<file path="config.mk">
export PLATFORM = sky130hd
export DESIGN_NAME = loadStoreQueue_flat
export DESIGN_NICKNAME = d
export VERILOG_FILES = /design/src/design/lsqPkg.sv /design/src/design/memPortIf.sv /design/src/design/loadStoreQueue.sv /design/src/flat_wrapper.sv
export VERILOG_INCLUDE_DIRS = /design/src /design/src/design
export SDC_FILE = /design/constraint.sdc
export NUM_CORES = 2
export LEC_CHECK = 0
export ABC_AREA = 1
export BUFFER_PORTS_ARGS = -buffer_cell sky130_fd_sc_hd__clkbuf_2
export CELL_PAD_IN_SITES_DETAIL_PLACEMENT = 1
export CELL_PAD_IN_SITES_GLOBAL_PLACEMENT = 1
export CORE_MARGIN = 1
export CORE_UTILIZATION = 30
export CTS_CLUSTER_DIAMETER = 40
export DETAILED_ROUTE_END_ITERATION = 7
export PLACE_DENSITY = 0.58
export SKIP_CTS_REPAIR_TIMING = 1
export SLEW_MARGIN = 20
export SYNTH_ARGS = -nofsm -noshare
export SYNTH_HDL_FRONTEND = slang
export SYNTH_SLANG_ARGS = --single-unit
</file>
<file path="constraint.sdc">
create_clock -name clk -period 7.8 [get_ports clk]
set_clock_uncertainty 0.05 [all_clocks]
set_input_delay 0.39 -clock clk [delete_from_list [all_inputs] [get_ports clk]]
set_output_delay 0.39 -clock clk [all_outputs]
set_load 0.02 [all_outputs]
</file>
<file path="src/design/lsq_config.svh">
// sizing values for the load/store queue and data memory, included by every design file
`ifndef LSQ_CONFIG_SVH
`define LSQ_CONFIG_SVH

// number of queue entries
`define LSQ_DEPTH 16

// tag width, one tag per queue slot
`define LSQ_TAG_W 4

// address and data word width
`define DATA_W 32

// data memory size in words
// word index is taken from address bits 11:2
`define MEM_WORDS 1024

// depth of the slow (even index) delay line
`define MEM_SLOW_STAGES 3

`endif

</file>
<file path="src/design/lsqPkg.sv">
// queue-side types shared by the load/store queue, the memory port and the memory answers
`default_nettype none

`include "lsq_config.svh"

package lsqPkg;

  // slot index, also used as the memory request tag
  typedef logic [`LSQ_TAG_W-1:0] tagT;

  // destination register field from the core
  typedef logic [3:0] destT;

  // one ring entry
  typedef struct packed {
    // store when set, load otherwise
    logic isWrite;
    // sent to memory
    logic issued;
    // memory answered
    logic done;
    logic [`DATA_W-1:0] addr;
    // store data on entry, load data once answered
    logic [`DATA_W-1:0] data;
    destT dest;
  } entryT;

endpackage

`default_nettype wire

</file>
<file path="src/design/memPortIf.sv">
// request/response channel between the load/store queue and the data memory
`timescale 1ns/1ps
`default_nettype none

`include "lsq_config.svh"

interface memPortIf;

  // request, driven by the queue
  logic reqValid;
  logic reqWrite;
  lsqPkg::tagT reqTag;
  logic [`DATA_W-1:0] reqAddr;
  logic [`DATA_W-1:0] reqData;

  // memory takes the request on an edge where this is high too
  logic reqReady;

  // answer, a one cycle pulse that cannot be refused
  logic rspValid;
  lsqPkg::tagT rspTag;
  logic [`DATA_W-1:0] rspData;

  modport lsqSide (
    output reqValid, reqWrite, reqTag, reqAddr, reqData,
    input  reqReady, rspValid, rspTag, rspData
  );

  modport memSide (
    input  reqValid, reqWrite, reqTag, reqAddr, reqData,
    output reqReady, rspValid, rspTag, rspData
  );

endinterface

`default_nettype wire

</file>
<file path="src/design/loadStoreQueue.sv">
// in-order load/store queue, issues to memory in program order and retires oldest-first
`timescale 1ns/1ps
`default_nettype none

`include "lsq_config.svh"

module loadStoreQueue (
  input  wire                      clk,
  input  wire                      rst,
  // core request side
  input  wire                      i_reqValid,
  input  wire                      i_reqWrite,
  input  wire  [`DATA_W-1:0]       i_reqAddr,
  input  wire  [`DATA_W-1:0]       i_reqData,
  input  wire  lsqPkg::destT       i_reqDest,
  output logic                     o_reqStall,
  output logic                     o_empty,
  // core retire side
  output logic                     o_retValid,
  output logic                     o_retWrite,
  output logic [`DATA_W-1:0]       o_retAddr,
  output logic [`DATA_W-1:0]       o_retData,
  output lsqPkg::destT             o_retDest,
  // memory side
  memPortIf.lsqSide                mem
);

  localparam int cntW = $clog2(`LSQ_DEPTH + 1);

  // ring storage, payload only, guarded by the count
  lsqPkg::entryT entries [`LSQ_DEPTH];

  // oldest entry, oldest unissued entry, next free slot
  lsqPkg::tagT headPtr;
  lsqPkg::tagT issuePtr;
  lsqPkg::tagT tailPtr;
  logic [cntW-1:0] count;
  logic [cntW-1:0] nextCount;

  logic accept;
  logic issuePending;
  logic issueFire;
  logic retire;
  lsqPkg::entryT allocEntry;

  // ring pointer step, wraps at the queue depth
  function automatic lsqPkg::tagT nextPtr(input lsqPkg::tagT ptr);
    if (ptr == lsqPkg::tagT'(`LSQ_DEPTH - 1)) begin
      return '0;
    end
    return ptr + 1'b1;
  endfunction

  // core handshake, stall is already registered from the count
  assign accept = i_reqValid && !o_reqStall;

  // head is ready to leave once memory has answered it
  assign retire = (count != '0) && entries[headPtr].done;

  // issue pointer trails the tail while anything is unissued
  // when full the pointers meet, so look at the flag instead
  assign issuePending = (issuePtr != tailPtr) ||
                        ((count == cntW'(`LSQ_DEPTH)) && !entries[issuePtr].issued);

  assign issueFire = mem.reqValid && mem.reqReady;

  // oldest unissued entry drives the request, tagged by its slot
  assign mem.reqValid = issuePending;
  assign mem.reqWrite = entries[issuePtr].isWrite;
  assign mem.reqTag   = issuePtr;
  assign mem.reqAddr  = entries[issuePtr].addr;
  assign mem.reqData  = entries[issuePtr].data;

  // fresh entry built from the core request
  always_comb begin
    allocEntry.isWrite = i_reqWrite;
    allocEntry.issued  = 1'b0;
    allocEntry.done    = 1'b0;
    allocEntry.addr    = i_reqAddr;
    allocEntry.data    = i_reqData;
    allocEntry.dest    = i_reqDest;
  end

  // occupancy after this edge
  always_comb begin
    nextCount = count;
    if (accept) begin
      nextCount = nextCount + cntW'(1);
    end
    if (retire) begin
      nextCount = nextCount - cntW'(1);
    end
  end

  // pointers, count, flags toward the core
  always_ff @(posedge clk) begin
    if (rst) begin
      headPtr    <= '0;
      issuePtr   <= '0;
      tailPtr    <= '0;
      count      <= '0;
      o_reqStall <= 1'b0;
      o_empty    <= 1'b1;
      o_retValid <= 1'b0;
    end else begin
      if (accept) begin
        tailPtr <= nextPtr(tailPtr);
      end
      if (issueFire) begin
        issuePtr <= nextPtr(issuePtr);
      end
      if (retire) begin
        headPtr <= nextPtr(headPtr);
      end
      // one cycle pulse per retired entry
      o_retValid <= retire;
      count      <= nextCount;
      o_reqStall <= (nextCount == cntW'(`LSQ_DEPTH));
      o_empty    <= (nextCount == '0);
    end
  end

  // entry updates, none of these touch the same slot on one edge
  always_ff @(posedge clk) begin
    if (accept) begin
      entries[tailPtr] <= allocEntry;
    end
    if (issueFire) begin
      entries[issuePtr].issued <= 1'b1;
    end
    if (mem.rspValid) begin
      entries[mem.rspTag].done <= 1'b1;
      // a store keeps its own write data
      if (!entries[mem.rspTag].isWrite) begin
        entries[mem.rspTag].data <= mem.rspData;
      end
    end
  end

  // retire payload, held until the next retire
  always_ff @(posedge clk) begin
    if (retire) begin
      o_retWrite <= entries[headPtr].isWrite;
      o_retAddr  <= entries[headPtr].addr;
      o_retData  <= entries[headPtr].data;
      o_retDest  <= entries[headPtr].dest;
    end
  end

endmodule

`default_nettype wire

</file>
<file path="src/flat_wrapper.sv">
// flat-port wrapper written by rule: the top's interface ports become plain ports
module loadStoreQueue_flat 
  (clk, rst, i_reqValid, i_reqWrite, i_reqAddr, i_reqData, i_reqDest, o_reqStall, o_empty, o_retValid, o_retWrite, o_retAddr, o_retData, o_retDest, mem_reqValid, mem_reqWrite, mem_reqTag, mem_reqAddr, mem_reqData, mem_reqReady, mem_rspValid, mem_rspTag, mem_rspData);
  memPortIf mem_i ();
  input  wire clk;
  input  wire rst;
  input  wire i_reqValid;
  input  wire i_reqWrite;
  input  wire  [`DATA_W-1:0] i_reqAddr;
  input  wire  [`DATA_W-1:0] i_reqData;
  input  wire  lsqPkg::destT i_reqDest;
  output logic o_reqStall;
  output logic o_empty;
  output logic o_retValid;
  output logic o_retWrite;
  output logic [`DATA_W-1:0] o_retAddr;
  output logic [`DATA_W-1:0] o_retData;
  output lsqPkg::destT o_retDest;
  output wire logic [$bits(mem_i.reqValid)-1:0] mem_reqValid;
  output wire logic [$bits(mem_i.reqWrite)-1:0] mem_reqWrite;
  output wire logic [$bits(mem_i.reqTag)-1:0] mem_reqTag;
  output wire logic [$bits(mem_i.reqAddr)-1:0] mem_reqAddr;
  output wire logic [$bits(mem_i.reqData)-1:0] mem_reqData;
  input wire logic [$bits(mem_i.reqReady)-1:0] mem_reqReady;
  input wire logic [$bits(mem_i.rspValid)-1:0] mem_rspValid;
  input wire logic [$bits(mem_i.rspTag)-1:0] mem_rspTag;
  input wire logic [$bits(mem_i.rspData)-1:0] mem_rspData;
  assign mem_reqValid = mem_i.reqValid;
  assign mem_reqWrite = mem_i.reqWrite;
  assign mem_reqTag = mem_i.reqTag;
  assign mem_reqAddr = mem_i.reqAddr;
  assign mem_reqData = mem_i.reqData;
  assign mem_i.reqReady = mem_reqReady;
  assign mem_i.rspValid = mem_rspValid;
  assign mem_i.rspTag = mem_rspTag;
  assign mem_i.rspData = mem_rspData;
  loadStoreQueue u_core (.clk(clk), .rst(rst), .i_reqValid(i_reqValid), .i_reqWrite(i_reqWrite), .i_reqAddr(i_reqAddr), .i_reqData(i_reqData), .i_reqDest(i_reqDest), .o_reqStall(o_reqStall), .o_empty(o_empty), .o_retValid(o_retValid), .o_retWrite(o_retWrite), .o_retAddr(o_retAddr), .o_retData(o_retData), .o_retDest(o_retDest), .mem(mem_i));
endmodule
</file>
# Yosys cells after proc, flatten, opt, wreduce, memory -nomap -nowiden
# Memories as Yosys holds them, arrays and structs flattened. A register that Yosys moved wholly into a read port is not among the register bits.
# Index checks and enable logic that the tools add are counted.
# totals
register_bits,89
ram_bits,1136
in_bits,110
out_inout_bits,142
word_cells,62
mem_count,1
# mem_list
memory,words,word_bits,rd,rd_ports_with_merged_regs,wr,line,source
u_core.entries,16,71,3,2,3,loadStoreQueue.sv:31,lsqPkg::entryT entries [`LSQ_DEPTH];
# classes
addsub,5
n_eq_ne,6
mux,30
reduce_logical,9
# op_table
op,n
4-bit two-way mux,10
1-bit two-way mux,18
4-bit by 1-bit adder with 4-bit output (second input constant),3
4-bit equality test (second input constant),3
5-bit equality test (second input constant),2
5-bit two-way mux,2
5-bit by 1-bit adder with 5-bit output (second input constant),1
5-bit logical NOT,1
5-bit nonzero test,1
5-bit by 1-bit subtractor with 5-bit output (second input constant),1
1-bit logical AND,4
4-bit != test,1
1-bit logical NOT,2
1-bit logical OR,1

# Longest topological paths before layout
# depth
ltp_word,9
ltp_mapped,16
mapped_depth_nobuf,14

# Worst setup path after synthesis
# No wires, ideal clock.
# synth_timing
path_type,reg2reg
start,register with a tool-made name
end,register u_core.o_empty
setup_time_ns,0.116
arrival_ns,2.869
required_time_ns,7.634
path_slack_ns,4.765
path_stages_with_launch,16
n_path_buf,2
period_less_slack_ns,3.035
cell_sequence,dfxtp_1 buf_2 buf_2 nand2_1 nand3_1 nand3_1 nand2_1 nand2_1 nand2_2 nand2_1 inv_1 nand2_1 nand2_1 inv_1 nand3_1 nand2_1
# synth_lines
item,line,source
to (signal assigned),loadStoreQueue.sv:119,o_empty <= (nextCount == '0);
to (decl),loadStoreQueue.sv:17,"output logic o_empty,"

==> metrics.yaml <==
routedWlPerCell_um: 30.72
failed_checks: "hold timing"
portBuffers: 251
multiInputGateArea_um2: 25480
die_x_um: 472.4
rsz0062_at_grt: "false"
ys.flop_type: "edfxtp_1"
overflow: 0
finalHoldViolations: 2
synthCells: 7344
arrival_ns: 5.02
tns_ns: 0
track_usage_pct: 27.55
clkTransAtPathRegs_ns: 0.05
p_comb_share_pct: 17.1
worst-path-buf-inv: 4
yosysTopAreaCell: "edfxtp_1"
internal-power_mw: 15.01
regArea_um2: 36450
crit_cells: 8
fin_crit_ns: 5.465
hold_class: "primary input to flip-flop"
core_um2: 219700
status: "complete, but fails checks"
yosysWarnings: 0
via_per_inst: 6.081
synth_cell_types: 37
die_area_um2: 223100
synthTopCellsByArea: "edfxtp_1 53%, o21ai_0 12%, nand4_1 4.9%"
setup_viol: 0
start_util_pct: 30.21
drv_cap: 0
cts_max_level: 4
endpoint_kind: "output port"
path_cells: "buf_4 > buf_4 > buf_4 > o21ai_0 > o21ai_0 > o22ai_1 > o21ai_0 > clkbuf_2"
whs_path_depth: 3
areaGrowthSynthToFinish_pct: 16.99
insertion_delay_ns: 0.90
p_leak_nw: 28.55
drc: 0
hold_ws_ns: -0.01540
grt_pass1_wl_mm: 451.4
dr.pass1.iters: 6
synth_commonest_cells: "1,556 x o21ai_0, 1,173 x edfxtp_1, 742 x nand2_1"
antenna_found_initial: 42
drive_gt1_share_pct: 11.56
syn_area_um2: 66380
num-nets-final: 7265
grt_max_degree: 207
cts_tree: "yes"
drv_slew: 0
grt_pass1_vias: 63390
place_inst: 9824
seq_power_share_pct: 34.9
antenna_left: 0
place_congestion: 0.8218
rows: 172
die_y_um: 472.4
synth_edf_count: 1173
path_class: "flip-flop to output port"
cts_root_buf: "clkbuf_16"
ir_drop_mv: 0.1850
crit_family: "buffers and inverters"
powerDensity_nw_per_um2: 280.7
cts.sinks: 1233
wl_mm: 317.1
worstMarginPinSlew_ns: 1.286
ioPinCount: 252
slew_headroom_pct: 14.25
cp_slowest_cell: "buf_4"
fill_cells: 24900
avgSynthCellArea_um2: 9.038
hpwl_mm: 168.7
synth_most_common_cell: "o21ai_0"
max_freq_mhz: 183.0
switching_share_pct: 31.14
synth_top_cell_area_share_pct: 53.06
critPathLaunchType: "flip-flop"
worstRegToRegCells: 9
async_flop_share_pct: 0
worstPathMaxFanout: 94
cpPeakStageDelay_ns: 0.93
clkPwrFrac_pct: 48.0
fin_cells: 10320
synth_seq_cells: 1233
vias: 62770
critPathRequiredTime_ns: 7.36
p_switching_mw: 6.788
ctsLongestPathBuffers: 3
min_period_over_period_pct: 70.06
cts_buffers: 235
synthesis.nets: 7466
seq_area_frac_synth_pct: 54.87
drt_iter0_drc: 6339
[sequential cells by signal (all words and copies together), names as in the netlist, named ones only]
register	flops
u_core.entries	1136
u_core.o_retData	32
u_core.o_retAddr	32
u_core.o_empty	1
u_core.o_reqStall	1
u_core.mem.reqTag	4
u_core.o_retDest	4
u_core.tailPtr	4
u_core.o_retWrite	1
u_core.count	5
u_core.headPtr	4
u_core.o_retValid	1
[metal layers]
metal / part of all wire, % / up-vias / GRT usage [%]
li1: - / 26720 / -
met1: 41 / 32190 / 34.93
met2: 46 / 2936 / 44.01
met3: 8.2 / 871 / 6.278
met4: 5.0 / 54 / 13.50
met5: 0.11 / - / 0
[stage by stage]
stage | area (µm²) | worst slack [ns] | hold WS (ns) | total power, mW | utilization, %
2_1_floorplan | 66380 | 4.765 | 0.3730 | 9.971 | -
3_3_place_gp | 69060 | 2.993 | 0.3951 | 11.31 | 31.43
3_5_place_dp | 69090 | 2.958 | 0.3980 | 11.39 | 31.44
4_1_cts | 77220 | 2.382 | -0.2092 | 21.84 | 35.14
5_1_grt | 77630 | 2.096 | 0.009601 | 22.45 | 35.33
6_report | 77660 | 2.335 | -0.01540 | 21.80 | 35.34
[cell type report]
type                       instances  share of cell area, %
clock inverter                   181                  2.600
inverter                         297                  1.519
tap                             2958                  4.766
timing repair buffer             408                  3.458
antenna                           14                0.04511
sequential                      1233                  46.94
clock buffer                     264                  7.863
multi-input combinational       4968                  32.81
[cell families (layout without fill, tap and decap cells)]
kind of cell / Yosys count / after routing / synth area share, %
fa+ha+maj: 12 / 12 / 0.2262
flops: 1233 / 1233 / 54.87
other cells: 0 / 14 / 0
xor+xnor: 7 / 7 / 0.09236
buf+inv: 1143 / 1150 / 7.236
simple gates: 2529 / 2529 / 17.60
compound gates: 2420 / 2420 / 19.97
[placed cells by master (no fill, tap or decap), types with 11 or more instances in the layout]
cell type / synthesis / routed
a21oi_1: 466 / 466
a22o_1: 16 / 16
buf_12: 0 / 12
buf_4: 36 / 105
bufinv_16: 0 / 30
clkbuf_1: 499 / 23
clkbuf_16: 0 / 240
clkbuf_2: 0 / 251
clkinv_1: 1 / 30
clkinv_2: 0 / 37
clkinv_4: 0 / 23
clkinvlp_4: 0 / 31
dfxtp_1: 60 / 52
diode_2: 0 / 14
dlygate4sd3_1: 0 / 40
edfxtp_1: 1173 / 1173
ha_1: 12 / 12
inv_1: 290 / 284
inv_6: 0 / 17
inv_8: 0 / 15
nand2_1: 742 / 726
nand2_2: 2 / 11
nand3_1: 571 / 567
nand4_1: 515 / 515
nor2_1: 679 / 648
nor2_4: 2 / 33
o211ai_1: 11 / 11
o21ai_0: 1556 / 1556
o21ai_1: 12 / 12
o221ai_1: 238 / 238
o22ai_1: 117 / 117
[power groups by stage]
stage          logic, mW  clock network [mW]  registers [mW]
4_1_cts             3.67                10.6            7.61
2_1_floorplan       2.25                   0            7.72
3_5_place_dp        3.66                   0            7.73
5_1_grt             4.00                10.8            7.62
6_report            3.73                10.5            7.61
3_3_place_gp        3.58                   0            7.73
[worst register-to-register path, stage by stage (launching register included)]
cell      delay (ns)
edfxtp_1        0.41
nand3_1         0.10
o21ai_1         0.08
a221oi_2        0.23
nor2_1          0.12
nor2_4          0.17
buf_12          0.49
nand3_4         1.10
nand2_2         1.01
buf_4           0.42
[worst paths after layout]
| path | start | endpoint | slack (ns) |
|---|---|---|---|
| worst max-delay path | flip-flop | mem_reqAddr[1] | 2.34 |
| worst min-delay path | i_reqValid | u_core.tailPtr[1]$_SDFFE_PP0N_ | -0.02 |
| worst max register to register | u_core.entries[10][70]$_DFFE_PP_ | u_core.entries[15][11]$_DFFE_PP_ | 3.29 |
| worst min register to register | u_core.entries[14][69]$_DFF_P_ | u_core.entries[14][69]$_DFF_P_ | 0.41 |
Power figures use the tool's default switching activity.
